[src/source/mem_stage_pkg.sv]
package mem_stage_pkg;

    typedef logic [31:0] word_t;
    typedef logic [1:0]  byte_off_t;
    typedef logic [3:0]  byte_mask_t;

    typedef enum logic [2:0] {
        NONE   = 3'd0,
        BYTE_S = 3'd1,
        BYTE_U = 3'd2,
        HALF_S = 3'd3,
        HALF_U = 3'd4,
        WORD   = 3'd5
    } load_kind_e;

    // Memory-mapped I/O write ports
    localparam word_t IO_ADDR_A = 32'h8000_0008;
    localparam word_t IO_ADDR_B = 32'h8000_0018;

    // Decode to memory, 14 bits
    typedef struct packed {
        logic       dmem_en;
        byte_mask_t we;
        logic       io_en;
        logic       io_sel;
        logic       din_sel;
        logic       imem_wr;
        load_kind_e load_kind;
        byte_off_t  offset;
    } mem_ctrl_t;

    // Store data is already in its byte lanes
    typedef struct packed {
        mem_ctrl_t ctrl;
        word_t     addr;
        word_t     wdata;
    } mem_req_t;

    typedef struct packed {
        logic       valid;
        load_kind_e load_kind;
        byte_off_t  offset;
    } load_tag_t;

    typedef struct packed {
        logic  valid;
        logic  io_sel;
        word_t data;
    } io_req_t;

endpackage

[src/source/load_align.sv]
`timescale 1ns/1ps

module load_align (
    input  mem_stage_pkg::word_t     rdata,
    input  mem_stage_pkg::load_tag_t tag,
    output logic                     wb_valid,
    output mem_stage_pkg::word_t     wb_data
);

    import mem_stage_pkg::*;

    word_t shifted;

    // Addressed byte moves down to lane 0
    assign shifted = rdata >> {tag.offset, 3'b000};

    always_comb begin
        case (tag.load_kind)
            BYTE_S: begin
                wb_data = {{24{shifted[7]}}, shifted[7:0]};
            end
            BYTE_U: begin
                wb_data = {24'h0, shifted[7:0]};
            end
            HALF_S: begin
                wb_data = {{16{shifted[15]}}, shifted[15:0]};
            end
            HALF_U: begin
                wb_data = {16'h0, shifted[15:0]};
            end
            WORD: begin
                wb_data = shifted;
            end
            default: begin
                wb_data = shifted;
            end
        endcase
    end

    assign wb_valid = tag.valid;

endmodule

[config.mk]
export PLATFORM = sky130hd
export DESIGN_NAME = load_align
export DESIGN_NICKNAME = d
export VERILOG_FILES = /design/src/source/mem_stage_pkg.sv /design/src/source/load_align.sv
export SDC_FILE = /design/constraint.sdc
export NUM_CORES = 1
export LEC_CHECK = 0
export ABC_AREA = 1
export BUFFER_PORTS_ARGS = -buffer_cell sky130_fd_sc_hd__buf_2
export CORE_MARGIN = 3
export CORE_UTILIZATION = 49
export DETAILED_ROUTE_END_ITERATION = 6
export GPL_ROUTABILITY_DRIVEN = 0
export PLACE_DENSITY = 0.91
export REMOVE_ABC_BUFFERS = 1
export SLEW_MARGIN = 15
export SYNTH_ARGS = -nofsm -noshare
export SYNTH_HDL_FRONTEND = slang
export SYNTH_SLANG_ARGS = --single-unit
[constraint.sdc]
create_clock -name vclk -period 2.45
set_clock_uncertainty 0.2 [all_clocks]
set_input_delay 0.49 -clock vclk [all_inputs]
set_output_delay 0.49 -clock vclk [all_outputs]
set_load 0.005 [all_outputs]
==> results_dict.tcl <==
set metrics [dict create \
    route.detailed.drc 0 \
    wl_met3_um 262 \
    stdcell_count 283 \
    final_nets 296 \
    via_per_inst 5.10 \
    yosysSeqAreaShare_pct 0 \
    hold_class "in -> out" \
    dieArea_mm2 0.00285 \
    layout-drive-gt1-share_pct 44.1 \
    final_cell_area_mm2 0.00138 \
    hpwl_um 2400 \
    ir_drop_mv 0.102 \
    synth_area_mm2 0.00110 \
    status "completed" \
    yosys_warnings 0 \
    finalHoldViolations 0 \
    crit_path_end_kind "primary output" \
    grt.total_usage_pct 20.7 \
    core_area_mm2 0.00204 \
    cap_violations 0 \
    rows 16 \
    dp_cells 283 \
    area_delta_synth_final_pct 25.3 \
    dr.first_iter.drc_count 26 \
    die-height_um 53.4 \
    cp_num_buf_inv 3 \
    crit_path_cell_trace "buf_2 -> inv_2 -> nand3_2 -> nand3_4 -> nand3_1 -> buf_2" \
    power.density_mw_per_mm2 191 \
    slew_headroom_pct 75.6 \
    start_kind "input pin" \
    wl_met2_um 1460 \
    place_area_mm2 0.00137 \
    antenna_found_initial 0 \
    die_width_um 53.4 \
    cpPeakStageDelay_ns 0.28 \
    fmaxAchievable_ghz 0.438 \
    io-pin-count 71 \
    yosysUniqueCellTypes 20 \
    cp-startpoint "tag[1]" \
    setup_viol 0 \
    cp_max_fo 24 \
    wl_um 3020 \
    period_needed_ns 2.28 \
    hold_path_startpoint "tag[5]" \
    slew_violations 0 \
    cpMostUsedCell "buf_2" \
    globalRoute.totalOverflow 0 \
    drtAntennaViolNets 0 \
    grt_pass1_vias 1127 \
    grt_max_degree 31 \
    io_buffer_count 69 \
    regArea_um2 0 \
    setup_tns_ns 0 \
    clockBufferCount 0 \
    worst_pin_slew_ns 0.366 \
    diodes 0 \
    n_sequential_cell 0 \
    m1WireLength_um 1300 \
    criticalPathCategory "in -> out" \
    top_layer_used "met3" \
    avgRoutedWirePerCell_um 10.7 \
    syn_area_per_cell_um2 5.58 \
    crit_slowest_cell "nand3_4" \
    via_count 1443 \
    synth_cells 197 \
    rsz0062_at_grt "false" \
    drt_first_pass_iters 4 \
    grt_pass1_wl_um 4710 \
    arrival_ns 1.59 \
    path_delay_family "simple AND/OR/NAND/NOR gates" \
    period_share_pct 93.2 \
    cp.required_ns 1.76 \
    p_leak_nw 0.940 \
    initial_core_util_pct 53.9 \
]
-- through the flow --
stage / worst slack, ns / total power, mW / util (%) / hold slack [ns]
6_report: 0.168 / 0.262 / 67.5 / 0.780
5_1_grt: 0.0832 / 0.294 / 67.5 / 0.780
4_1_cts: 0.0692 / 0.262 / 67.1 / 0.780
3_5_place_dp: 0.0709 / 0.261 / 67.1 / 0.780
3_3_place_gp: 0.129 / 0.257 / 67.1 / 0.780
2_1_floorplan: 0.484 / 0.137 / - / 0.780
-- cell usage after synthesis, drive strengths merged --
cell | count | area share (%)
nand2 | 82 | 33
nand3 | 44 | 28
nor2 | 20 | 9.3
inv | 19 | 7.2
buf | 14 | 13
a21oi | 8 | 3.6
a22oi | 7 | 4.8
o21ai | 2 | 1.6
and2 | 1 | 0.57
-- final cells by class --
type               instances  area (um^2)
fillers                  203          664
inverters                 19         78.8
multi-input cells        164          890
well taps                 27         33.8
repair buffers            73          375
-- cells in the final DEF (no fill, tap or decap), types with 3 or more instances in the layout --
cell     instances
nand2_4          6
inv_2            4
buf_2           69
nand2_1         73
nor2_2           8
inv_1           14
nand2_2          3
nor2_1          11
a21oi_1          8
nand3_2         13
buf_4            4
nand3_1         29
a22oi_1          7
-- power by group --
group	leakage [nW]	switching [mW]	total [mW]	internal [mW]
clock network	0	0	0	0
logic	0.940	0.149	0.262	0.114
registers	0	0	0	0
-- path summary, 6_finish.rpt --
path	endpoint	slack [ns]	cells after the start
setup / recovery	wb_data[18]	0.17	6
hold / removal	wb_valid	0.78	0
-- logic make-up after synthesis --
family / count (synthesis) / share of synthesized area [%]
AOI/OAI and AO/OA: 17 / 10.0
buffers and inverters: 33 / 19.8
and+or+nand+nor: 147 / 70.2
-- layer usage --
metal / global-route usage (%) / up-vias
li1: - / 751
met1: 27.9 / 634
met2: 37.8 / 58
met3: 0.282 / 0
met4: 1.28 / 0
met5: 0 / -
-- what timing repair did --
action                     CTS  global route
hold buffers                 0             0
buffers inserted             0             0
resized for setup            0             1
setup endpoints to repair    0            11
Power figures use the tool's default switching activity.
