## src/source/rv_isa_pkg.sv

```systemverilog
package rv_isa_pkg;

    localparam int INST_W    = 32;
    localparam int OPCODE_W  = 5;
    localparam int FUNCT3_W  = 3;
    localparam int REG_IDX_W = 5;

    typedef logic [REG_IDX_W-1:0] reg_idx_t;

    // Major opcodes, inst[6:2]
    typedef enum logic [OPCODE_W-1:0] {
        OPC_LOAD      = 5'b00000,
        OPC_ARI_ITYPE = 5'b00100,
        OPC_AUIPC     = 5'b00101,
        OPC_STORE     = 5'b01000,
        OPC_ARI_RTYPE = 5'b01100,
        OPC_LUI       = 5'b01101,
        OPC_BRANCH    = 5'b11000,
        OPC_JALR      = 5'b11001,
        OPC_JAL       = 5'b11011
    } opcode_e;

    typedef enum logic [FUNCT3_W-1:0] {
        FNC_LB  = 3'b000,
        FNC_LH  = 3'b001,
        FNC_LW  = 3'b010,
        FNC_LBU = 3'b100,
        FNC_LHU = 3'b101
    } funct3_load_e;

    typedef enum logic [FUNCT3_W-1:0] {
        FNC_SB = 3'b000,
        FNC_SH = 3'b001,
        FNC_SW = 3'b010
    } funct3_store_e;

    function automatic opcode_e inst_opcode(input logic [INST_W-1:0] inst);
        return opcode_e'(inst[6:2]);
    endfunction

    function automatic logic [FUNCT3_W-1:0] inst_funct3(input logic [INST_W-1:0] inst);
        return inst[14:12];
    endfunction

    function automatic reg_idx_t inst_rd(input logic [INST_W-1:0] inst);
        return inst[11:7];
    endfunction

    function automatic reg_idx_t inst_rs2(input logic [INST_W-1:0] inst);
        return inst[24:20];
    endfunction

    // Opcodes that write a destination register
    function automatic logic writes_rd(input opcode_e op);
        return op inside {OPC_LOAD, OPC_ARI_ITYPE, OPC_ARI_RTYPE, OPC_JAL,
                          OPC_JALR, OPC_LUI, OPC_AUIPC};
    endfunction

endpackage

```

## src/source/mem_stage_pkg.sv

```systemverilog
package mem_stage_pkg;

    typedef logic [31:0] word_t;
    typedef logic [1:0]  byte_off_t;
    typedef logic [3:0]  byte_mask_t;

    typedef enum logic [2:0] {
        NONE   = 3'd0,
        BYTE_S = 3'd1,
        BYTE_U = 3'd2,
        HALF_S = 3'd3,
        HALF_U = 3'd4,
        WORD   = 3'd5
    } load_kind_e;

    // Memory-mapped I/O write ports
    localparam word_t IO_ADDR_A = 32'h8000_0008;
    localparam word_t IO_ADDR_B = 32'h8000_0018;

    // Decode to memory, 14 bits
    typedef struct packed {
        logic       dmem_en;
        byte_mask_t we;
        logic       io_en;
        logic       io_sel;
        logic       din_sel;
        logic       imem_wr;
        load_kind_e load_kind;
        byte_off_t  offset;
    } mem_ctrl_t;

    // Store data is already in its byte lanes
    typedef struct packed {
        mem_ctrl_t ctrl;
        word_t     addr;
        word_t     wdata;
    } mem_req_t;

    typedef struct packed {
        logic       valid;
        load_kind_e load_kind;
        byte_off_t  offset;
    } load_tag_t;

    typedef struct packed {
        logic  valid;
        logic  io_sel;
        word_t data;
    } io_req_t;

endpackage

```

## src/source/mem_control.sv

```systemverilog
`timescale 1ns/1ps

module mem_control (
    input  logic                     clk,
    input  logic                     reset,
    input  logic                     in_valid,
    input  mem_stage_pkg::word_t     inst,
    input  mem_stage_pkg::word_t     wb_inst,
    input  mem_stage_pkg::word_t     pc,
    input  mem_stage_pkg::word_t     addr,
    output mem_stage_pkg::mem_ctrl_t ctrl,
    output logic                     br_inst
);

    import rv_isa_pkg::*;
    import mem_stage_pkg::*;

    opcode_e    opcode;
    opcode_e    wb_opcode;
    logic [2:0] funct3;
    reg_idx_t   rs2;
    reg_idx_t   wb_rd;
    logic       is_io;
    logic       boot_wr;
    logic       fwd_hit;
    byte_mask_t st_mask;

    assign opcode    = inst_opcode(inst);
    assign wb_opcode = inst_opcode(wb_inst);
    assign funct3    = inst_funct3(inst);
    assign rs2       = inst_rs2(inst);
    assign wb_rd     = inst_rd(wb_inst);

    assign is_io   = (addr == IO_ADDR_A) || (addr == IO_ADDR_B);
    // Store from the boot region into instruction memory
    assign boot_wr = pc[30] && addr[29];

    // Writeback result still in flight for the store's rs2
    assign fwd_hit = writes_rd(wb_opcode) && (wb_rd != '0) && (wb_rd == rs2);

    always_comb begin
        case (funct3_store_e'(funct3))
            FNC_SB:  st_mask = 4'b0001;
            FNC_SH:  st_mask = 4'b0011;
            FNC_SW:  st_mask = 4'b1111;
            default: st_mask = 4'b0000;
        endcase
    end

    always_comb begin
        ctrl           = '0;
        ctrl.load_kind = NONE;
        ctrl.offset    = addr[1:0];
        if (in_valid) begin
            case (opcode)
                OPC_STORE: begin
                    ctrl.din_sel = fwd_hit;
                    if (is_io) begin
                        ctrl.io_en  = 1'b1;
                        ctrl.io_sel = (addr == IO_ADDR_B);
                    end else if (boot_wr) begin
                        ctrl.imem_wr = 1'b1;
                        ctrl.we      = st_mask << addr[1:0];
                    end else begin
                        ctrl.dmem_en = 1'b1;
                        ctrl.we      = st_mask << addr[1:0];
                    end
                end
                OPC_LOAD: begin
                    // I/O addresses read back from the data memory
                    ctrl.dmem_en = 1'b1;
                    case (funct3_load_e'(funct3))
                        FNC_LB:  ctrl.load_kind = BYTE_S;
                        FNC_LBU: ctrl.load_kind = BYTE_U;
                        FNC_LH:  ctrl.load_kind = HALF_S;
                        FNC_LHU: ctrl.load_kind = HALF_U;
                        FNC_LW:  ctrl.load_kind = WORD;
                        default: ctrl.load_kind = NONE;
                    endcase
                end
                default: begin
                    ctrl.dmem_en = 1'b0;
                end
            endcase
        end
    end

    assign br_inst = (opcode == OPC_BRANCH) || (opcode == OPC_JAL) || (opcode == OPC_JALR);

    // Byte mask only with a memory target
    a_we_has_target: assert property (@(posedge clk) disable iff (reset)
        (ctrl.we != '0) |-> (ctrl.dmem_en || ctrl.imem_wr));

    a_io_not_dmem: assert property (@(posedge clk) disable iff (reset)
        !(ctrl.io_en && ctrl.dmem_en));

endmodule

```

## config.mk

```make
export PLATFORM = sky130hd
export DESIGN_NAME = mem_control
export DESIGN_NICKNAME = d
export VERILOG_FILES = /design/src/source/rv_isa_pkg.sv /design/src/source/mem_stage_pkg.sv /design/src/source/mem_control.sv
export SDC_FILE = /design/constraint.sdc
export NUM_CORES = 1
export LEC_CHECK = 0
export BUFFER_PORTS_ARGS = -buffer_cell sky130_fd_sc_hd__buf_4
export CAP_MARGIN = 20
export CORE_AREA = 3 3 55 57
export DETAILED_ROUTE_END_ITERATION = 10
export DIE_AREA = 0 0 58 60
export GPL_TIMING_DRIVEN = 0
export PLACE_DENSITY = 0.75
export RECOVER_POWER = 25
export SLEW_MARGIN = 0
export SYNTH_ARGS = -nofsm -noshare
export SYNTH_HDL_FRONTEND = slang
export SYNTH_SLANG_ARGS = --single-unit
```

## constraint.sdc

```tcl
create_clock -name vclk -period 1.8
set_input_delay 0.18 -clock vclk [all_inputs]
set_output_delay 0.18 -clock vclk [all_outputs]
set_load 0.05 [all_outputs]
```

==> results of run 1 <==
worst max-delay path, stage by stage:
cell and delay (ns):
buf_6 0.09, or4b_4 0.54, nor3b_4 0.30, o21ai_4 0.15, nor4_4 0.27, buf_6 0.19
stage by stage:
step / utilization (%) / hold WS, ns / worst slack (ns)
detailed placement: 42.2 / 0.677 / -0.237
finish: 46.1 / 0.660 / -0.111
floorplan: - / 0.424 / -0.215
CTS: 43.7 / 0.660 / -0.169
global route: 46.1 / 0.680 / -0.202
global placement: 42.2 / 0.669 / -0.250
cells in the mapped netlist, drive strengths merged:
master / number / share of area, %
a21o: 1 / 1.9
a21oi: 3 / 3.7
a221oi: 1 / 2.2
and2: 1 / 1.9
and3: 1 / 1.9
buf: 2 / 3.7
clkbuf: 1 / 0.93
inv: 2 / 1.9
mux2: 1 / 2.8
mux2i: 1 / 2.5
nand2: 3 / 2.8
nand3b: 2 / 3.7
nand4: 2 / 3.1
nor2: 8 / 7.4
nor3: 4 / 6.2
nor3b: 1 / 4.6
nor4: 9 / 17
nor4b: 2 / 4.3
o2111ai: 1 / 2.2
o21ai: 2 / 3.4
o21ba: 1 / 2.5
o21bai: 1 / 1.9
or2: 1 / 1.5
or3: 1 / 1.9
or4b: 1 / 3.4
xnor2: 1 / 2.2
xor2: 4 / 8.7
layout by cell type, fill, tap and decap left out, drive strengths merged, types with 2 or more instances in the layout:
cell type	count
o21ai	2
nand3b	2
nor4b	2
xor2	4
clkbuf	2
nand4	2
nor2	8
nor4	9
nand2	3
buf	77
nor3	4
a21oi	3
inv	2
worst max-delay path by stage:
| stage | startpoint | end | slack [ns] |
|---|---|---|---|
| after floorplan | inst[3] | ctrl[10] | -0.22 |
| after global placement | inst[3] | ctrl[10] | -0.25 |
| after detailed placement | inst[3] | ctrl[10] | -0.24 |
| after CTS | inst[3] | ctrl[9] | -0.17 |
| after global routing | inst[3] | ctrl[12] | -0.20 |
| final | inst[3] | ctrl[10] | -0.11 |
final cells by class:
class / count / area (um2) / share of cell area (%)
inverters: 2 / 7.51 / 0.646
repair buffers: 76 / 619 / 53.3
multi-input cells: 53 / 479 / 41.2
plain buffers: 3 / 18.8 / 1.61
well taps: 30 / 37.5 / 3.23
routing by layer:
layer,track usage [%],vias to the layer above,part of all wire [%]
met3,1.08,0,13
met4,0,0,0
li1,-,378,-
met1,10.9,306,36
met5,0,-,0
met2,18.2,49,52
kinds of logic after synthesis:
logic type,Yosys count,synth area share [%]
AO/OA/AOI/OAI,10,17.6
AND/OR/NAND/NOR,36,59.8
buffers and inverters,5,6.50
XOR/XNOR,5,10.8
multiplexers,2,5.26
power by group:
group | internal [mW] | switching (mW)
logic | 0.111 | 0.0781
clock network | 0 | 0
registers | 0 | 0
timing repair:
action	CTS	global route
pin swaps	2	5
setup buffers	1	4
gates resized for setup	8	10
setup endpoints to repair	10	11
==> summary.txt, run 1 <==
STA
  • Worst slew margin: 60.9%
  • Final TNS setup: -0.578 ns
  • Max Fclk: around 0.52 GHz
  • Tcrit/Tclk final: 106%
  • Worst-Margin Slew: between 0.5 and 0.6 ns
  • Final Slew Violations: 0
  • Fin crit period: 1.91 ns
  • Setup WS post-layout: -0.111 ns
  • # setup viols final: 6
  • RSZ-0062 raised after global routing: true
  • Final count of hold timing violations: 0

Place
  • Placed instance area: 1060 um2
  • Inst Count DP: 159
  • Port buffer count: 71
  • GP Congestion: roughly 0.73
  • Post-DP HPWL: 1600 um

GRT
  • Antenna violations before repair: 0
  • First-pass GRT wire length: 2690 um
  • Global route overflow: 0
  • Largest net degree at the start of global routing: 8
  • Total GRT Usage: slightly above 9%
  • Vias in the first global route: 666

Synth
  • Avg Cell Area, Syn: 6.97 um2
  • Post-synthesis cell area: 404 um2
  • Post-synthesis sequential area ratio: 0%
  • YS warnings: 0
  • Synth Net Count: around 190
  • Synth unique cells: 30
  • Syn Inst Count: 58

Critical path
  • Critical path endpoint category: primary output
  • CP arrival: 1.73 ns
  • Setup crit start kind: input port
  • Critical path start-end classification: in2out
  • CP Max Fanout: 5
  • CP required: 1.62 ns

Run status
  • Failing checks: setup timing
  • Status: finished, violations left

Clock network
  • Post-CTS Hold Fix Bufs: 0

Layout
  • Register area: 0 um2
  • Final nets: 267
  • Layout cell share with drive strength beyond 1: between 70% and 80%
  • # clk buffers: 0
  • Filler cells: 243
  • P&R area growth vs syn: 188%
  • Antenna Diode Count: 0
  • Final instance area: around 1200 um2
  • Non-Filler Instances: 164
  • Count of flip-flops and latches: 0

Routing
  • Post-DR wirelength/cell: 10.4 um
  • Detailed-route via count: 733
  • Residual DRC: 0
  • Detailed Routing Iterations Pass 1: 2
  • DR iter-0 viols: 9
  • Antenna Violating Nets Remaining: 0
  • Post-Route WL: about 1700 um
  • Vias per cell: 4.47

Pwr
  • Total Power: 189 uW
  • Peak supply drop: around 0.098 mV
  • P per Cell Area: about 160 nW/um2
  • Static Leakage: 0.529 nW

Die
  • Core Area: approximately 2500 um2
  • Die Height: roughly 60 um
  • Site Rows: 18
  • Die ar.: 3480 um2
  • Die width: 58 um
  • Starting Density: about 16%
  • IO Pins: 146

Worst hold path
  • Hold Path Class: in2out
  • Hold_sp: inst[3]
  • Hold depth: 3
  • Worst hold path endpoint: br_inst

Job
  • Max-cap violation count: 0
Power figures use the tool's default switching activity.
==> run 2: changes to the inputs <==
--- a/config.mk
+++ b/config.mk
@@ -5,13 +5,12 @@
 export SDC_FILE = /design/constraint.sdc
 export NUM_CORES = 1
 export LEC_CHECK = 0
-export BUFFER_PORTS_ARGS = -buffer_cell sky130_fd_sc_hd__buf_4
 export CAP_MARGIN = 20
 export CORE_AREA = 3 3 55 57
 export DETAILED_ROUTE_END_ITERATION = 10
 export DIE_AREA = 0 0 58 60
+export DONT_BUFFER_PORTS = 1
 export GPL_TIMING_DRIVEN = 0
-export PLACE_DENSITY = 0.75
 export RECOVER_POWER = 25
 export SLEW_MARGIN = 0
 export SYNTH_ARGS = -nofsm -noshare
==> summary.txt, run 2 (same netlist as run 1, synthesis figures left out) <==
Layout
  • P&R area growth vs syn: 39.3% (was 188%)
  • Register area: 0 um2 (unchanged)
  • # clk buffers: 0 (unchanged)
  • Antenna Diode Count: 0 (unchanged)
  • Filler cells: 287 (was 243)
  • Layout cell share with drive strength beyond 1: 37.7% (was 72.4%)
  • Commonest non-fill, non-tap cells in the layout: 6 x nor4_1, 5 x nor2_1, 4 x xor2_1, 4 x buf_4 (was 65 x buf_4, 10 x buf_6, 6 x nor4_1)
  • Most common cell after layout, fill and taps aside: nor4_1 (was buf_4)
  • Count of flip-flops and latches: 0 (unchanged)
  • Final nets: 194 (was 267)

STA
  • Setup WS post-layout: -0.257 ns (was -0.111 ns)
  • Final count of hold timing violations: 0 (unchanged)
  • Worst-Margin Slew: 1.02 ns (was 0.588 ns)
  • # setup viols final: 7 (was 6)
  • RSZ-0062 raised after global routing: true (unchanged)
  • Worst slew margin: 32.0% (was 60.9%)
  • Final Slew Violations: 0 (unchanged)
  • Final TNS setup: -1.30 ns (was -0.578 ns)
  • Fin crit period: 2.06 ns (was 1.91 ns)
  • Tcrit/Tclk final: 114% (was 106%)
  • Max Fclk: 0.486 GHz (was 0.523 GHz)
  • Fin Hold WS: 0.428 ns (was 0.660 ns)

Pwr
  • P per Cell Area: 134 nW/um2 (was 163 nW/um2)
  • Total Power: 75.3 uW (was 189 uW)
  • Peak supply drop: 0.0486 mV (was 0.0976 mV)
  • Static Leakage: 0.160 nW (was 0.529 nW)

Routing
  • Detailed Routing Iterations Pass 1: 2 (unchanged)
  • Vias per cell: 5.45 (was 4.47)
  • Max Used Layer: met4 (was met3)
  • Detailed-route via count: 496 (was 733)
  • Residual DRC: 0 (unchanged)
  • Met2 routed WL: 851 um (was 885 um)
  • Post-Route WL: 1480 um (was 1710 um)
  • DR iter-0 viols: 13 (was 9)
  • Wire length on met3: 180 um (was 215 um)
  • Antenna Violating Nets Remaining: 0 (unchanged)
  • Metal-1 WL: 427 um (was 611 um)
  • Post-DR wirelength/cell: 16.3 um (was 10.4 um)

Die
  • Die width: 58 um (unchanged)
  • Die ar.: 3480 um2 (unchanged)
  • Site Rows: 18 (unchanged)
  • Core Area: 2520 um2 (unchanged)
  • Starting Density: 16.0% (unchanged)
  • IO Pins: 146 (unchanged)
  • Die Height: 60 um (unchanged)

Critical path
  • CP required: 1.62 ns (about the same)
  • Critical path endpoint category: primary output (unchanged)
  • Crit-path cells: or4b_4, nor3b_4, o21ai_4, nor4_4 (was buf_6, or4b_4, nor3b_4, o21ai_4, nor4_4, buf_6)
  • Max stage delay on crit path: 0.69 ns (was 0.54 ns)
  • Setup crit start kind: input port (unchanged)
  • Slowest cell on the critical path: nor4_4 (was or4b_4)
  • CP Max Fanout: 4 (was 5)
  • Critical path start-end classification: in2out (unchanged)
  • CP arrival: 1.88 ns (was 1.73 ns)

Clock network
  • Post-CTS Hold Fix Bufs: 0 (unchanged)

Place
  • Post-DP HPWL: 1370 um (was 1600 um)
  • Pre-CTS setup slack: -0.337 ns (was -0.237 ns)
  • GP Congestion: 0.813 (was 0.727)
  • Port buffer count: 0 (was 71)

GRT
  • Total GRT Usage: 7.04% (was 9.10%)
  • First-pass GRT wire length: 1910 um (was 2690 um)
  • Antenna violations before repair: 0 (unchanged)
  • Global route overflow: 0 (unchanged)
  • Vias in the first global route: 504 (was 666)
  • Largest net degree at the start of global routing: 8 (unchanged)

Run status
  • Status: finished, violations left (unchanged)
  • Failing checks: setup timing (unchanged)

Worst hold path
  • Hold Path Class: in2out (unchanged)

Job
  • Max-cap violation count: 0 (unchanged)
-- run 2: path summary, 6_finish.rpt --
| kind | from | to | slack, ns | cells after the start |
|---|---|---|---|---|
| hold / removal | inst[13] | ctrl[3] | 0.43 | 1 |
| setup / recovery | inst[3] | ctrl[10] | -0.26 | 4 |
-- run 2: critical path, delay by kind of cell --
family / cells / cell delay (ns)
AND/OR/NAND/NOR: 3 / 1.55
AO/OA/AOI/OAI: 1 / 0.14
-- run 2: what timing repair did --
item                       4_1_cts  5_1_grt
pin swaps                        5        2
gates resized for setup          2        0
setup buffers                    2        1
gates cloned                     0        0
setup endpoints to repair        9        8
-- run 2: layout make-up --
type               count  area, um2  share of cell area [%]
multi-input cells     53        480                    85.3
plain buffers          3       15.0                    2.67
inverters              2       7.51                    1.33
repair buffers         3       22.5                    4.00
well taps             30       37.5                    6.67
-- run 2: report_power, final --
part,leakage (nW),total [mW],switching (mW),internal [mW]
registers,0,0,0,0
logic,0.160,0.0753,0.0467,0.0287
clock network,0,0,0,0
-- run 2: per-layer routing --
layer	global-route usage [%]	up-vias
met5	0	-
met4	0.993	0
met1	6.51	219
li1	-	229
met3	0.216	2
met2	16.5	46
-- run 2: through the flow --
| step | std cells | instance area [um2] | utilization (%) |
|---|---|---|---|
| 2_1_floorplan | 58 | 494 | - |
| 3_3_place_gp | 88 | 532 | 21.1 |
| 3_5_place_dp | 88 | 532 | 21.1 |
| 4_1_cts | 90 | 559 | 22.2 |
| 5_1_grt | 91 | 563 | 22.3 |
| 6_report | 91 | 563 | 22.3 |
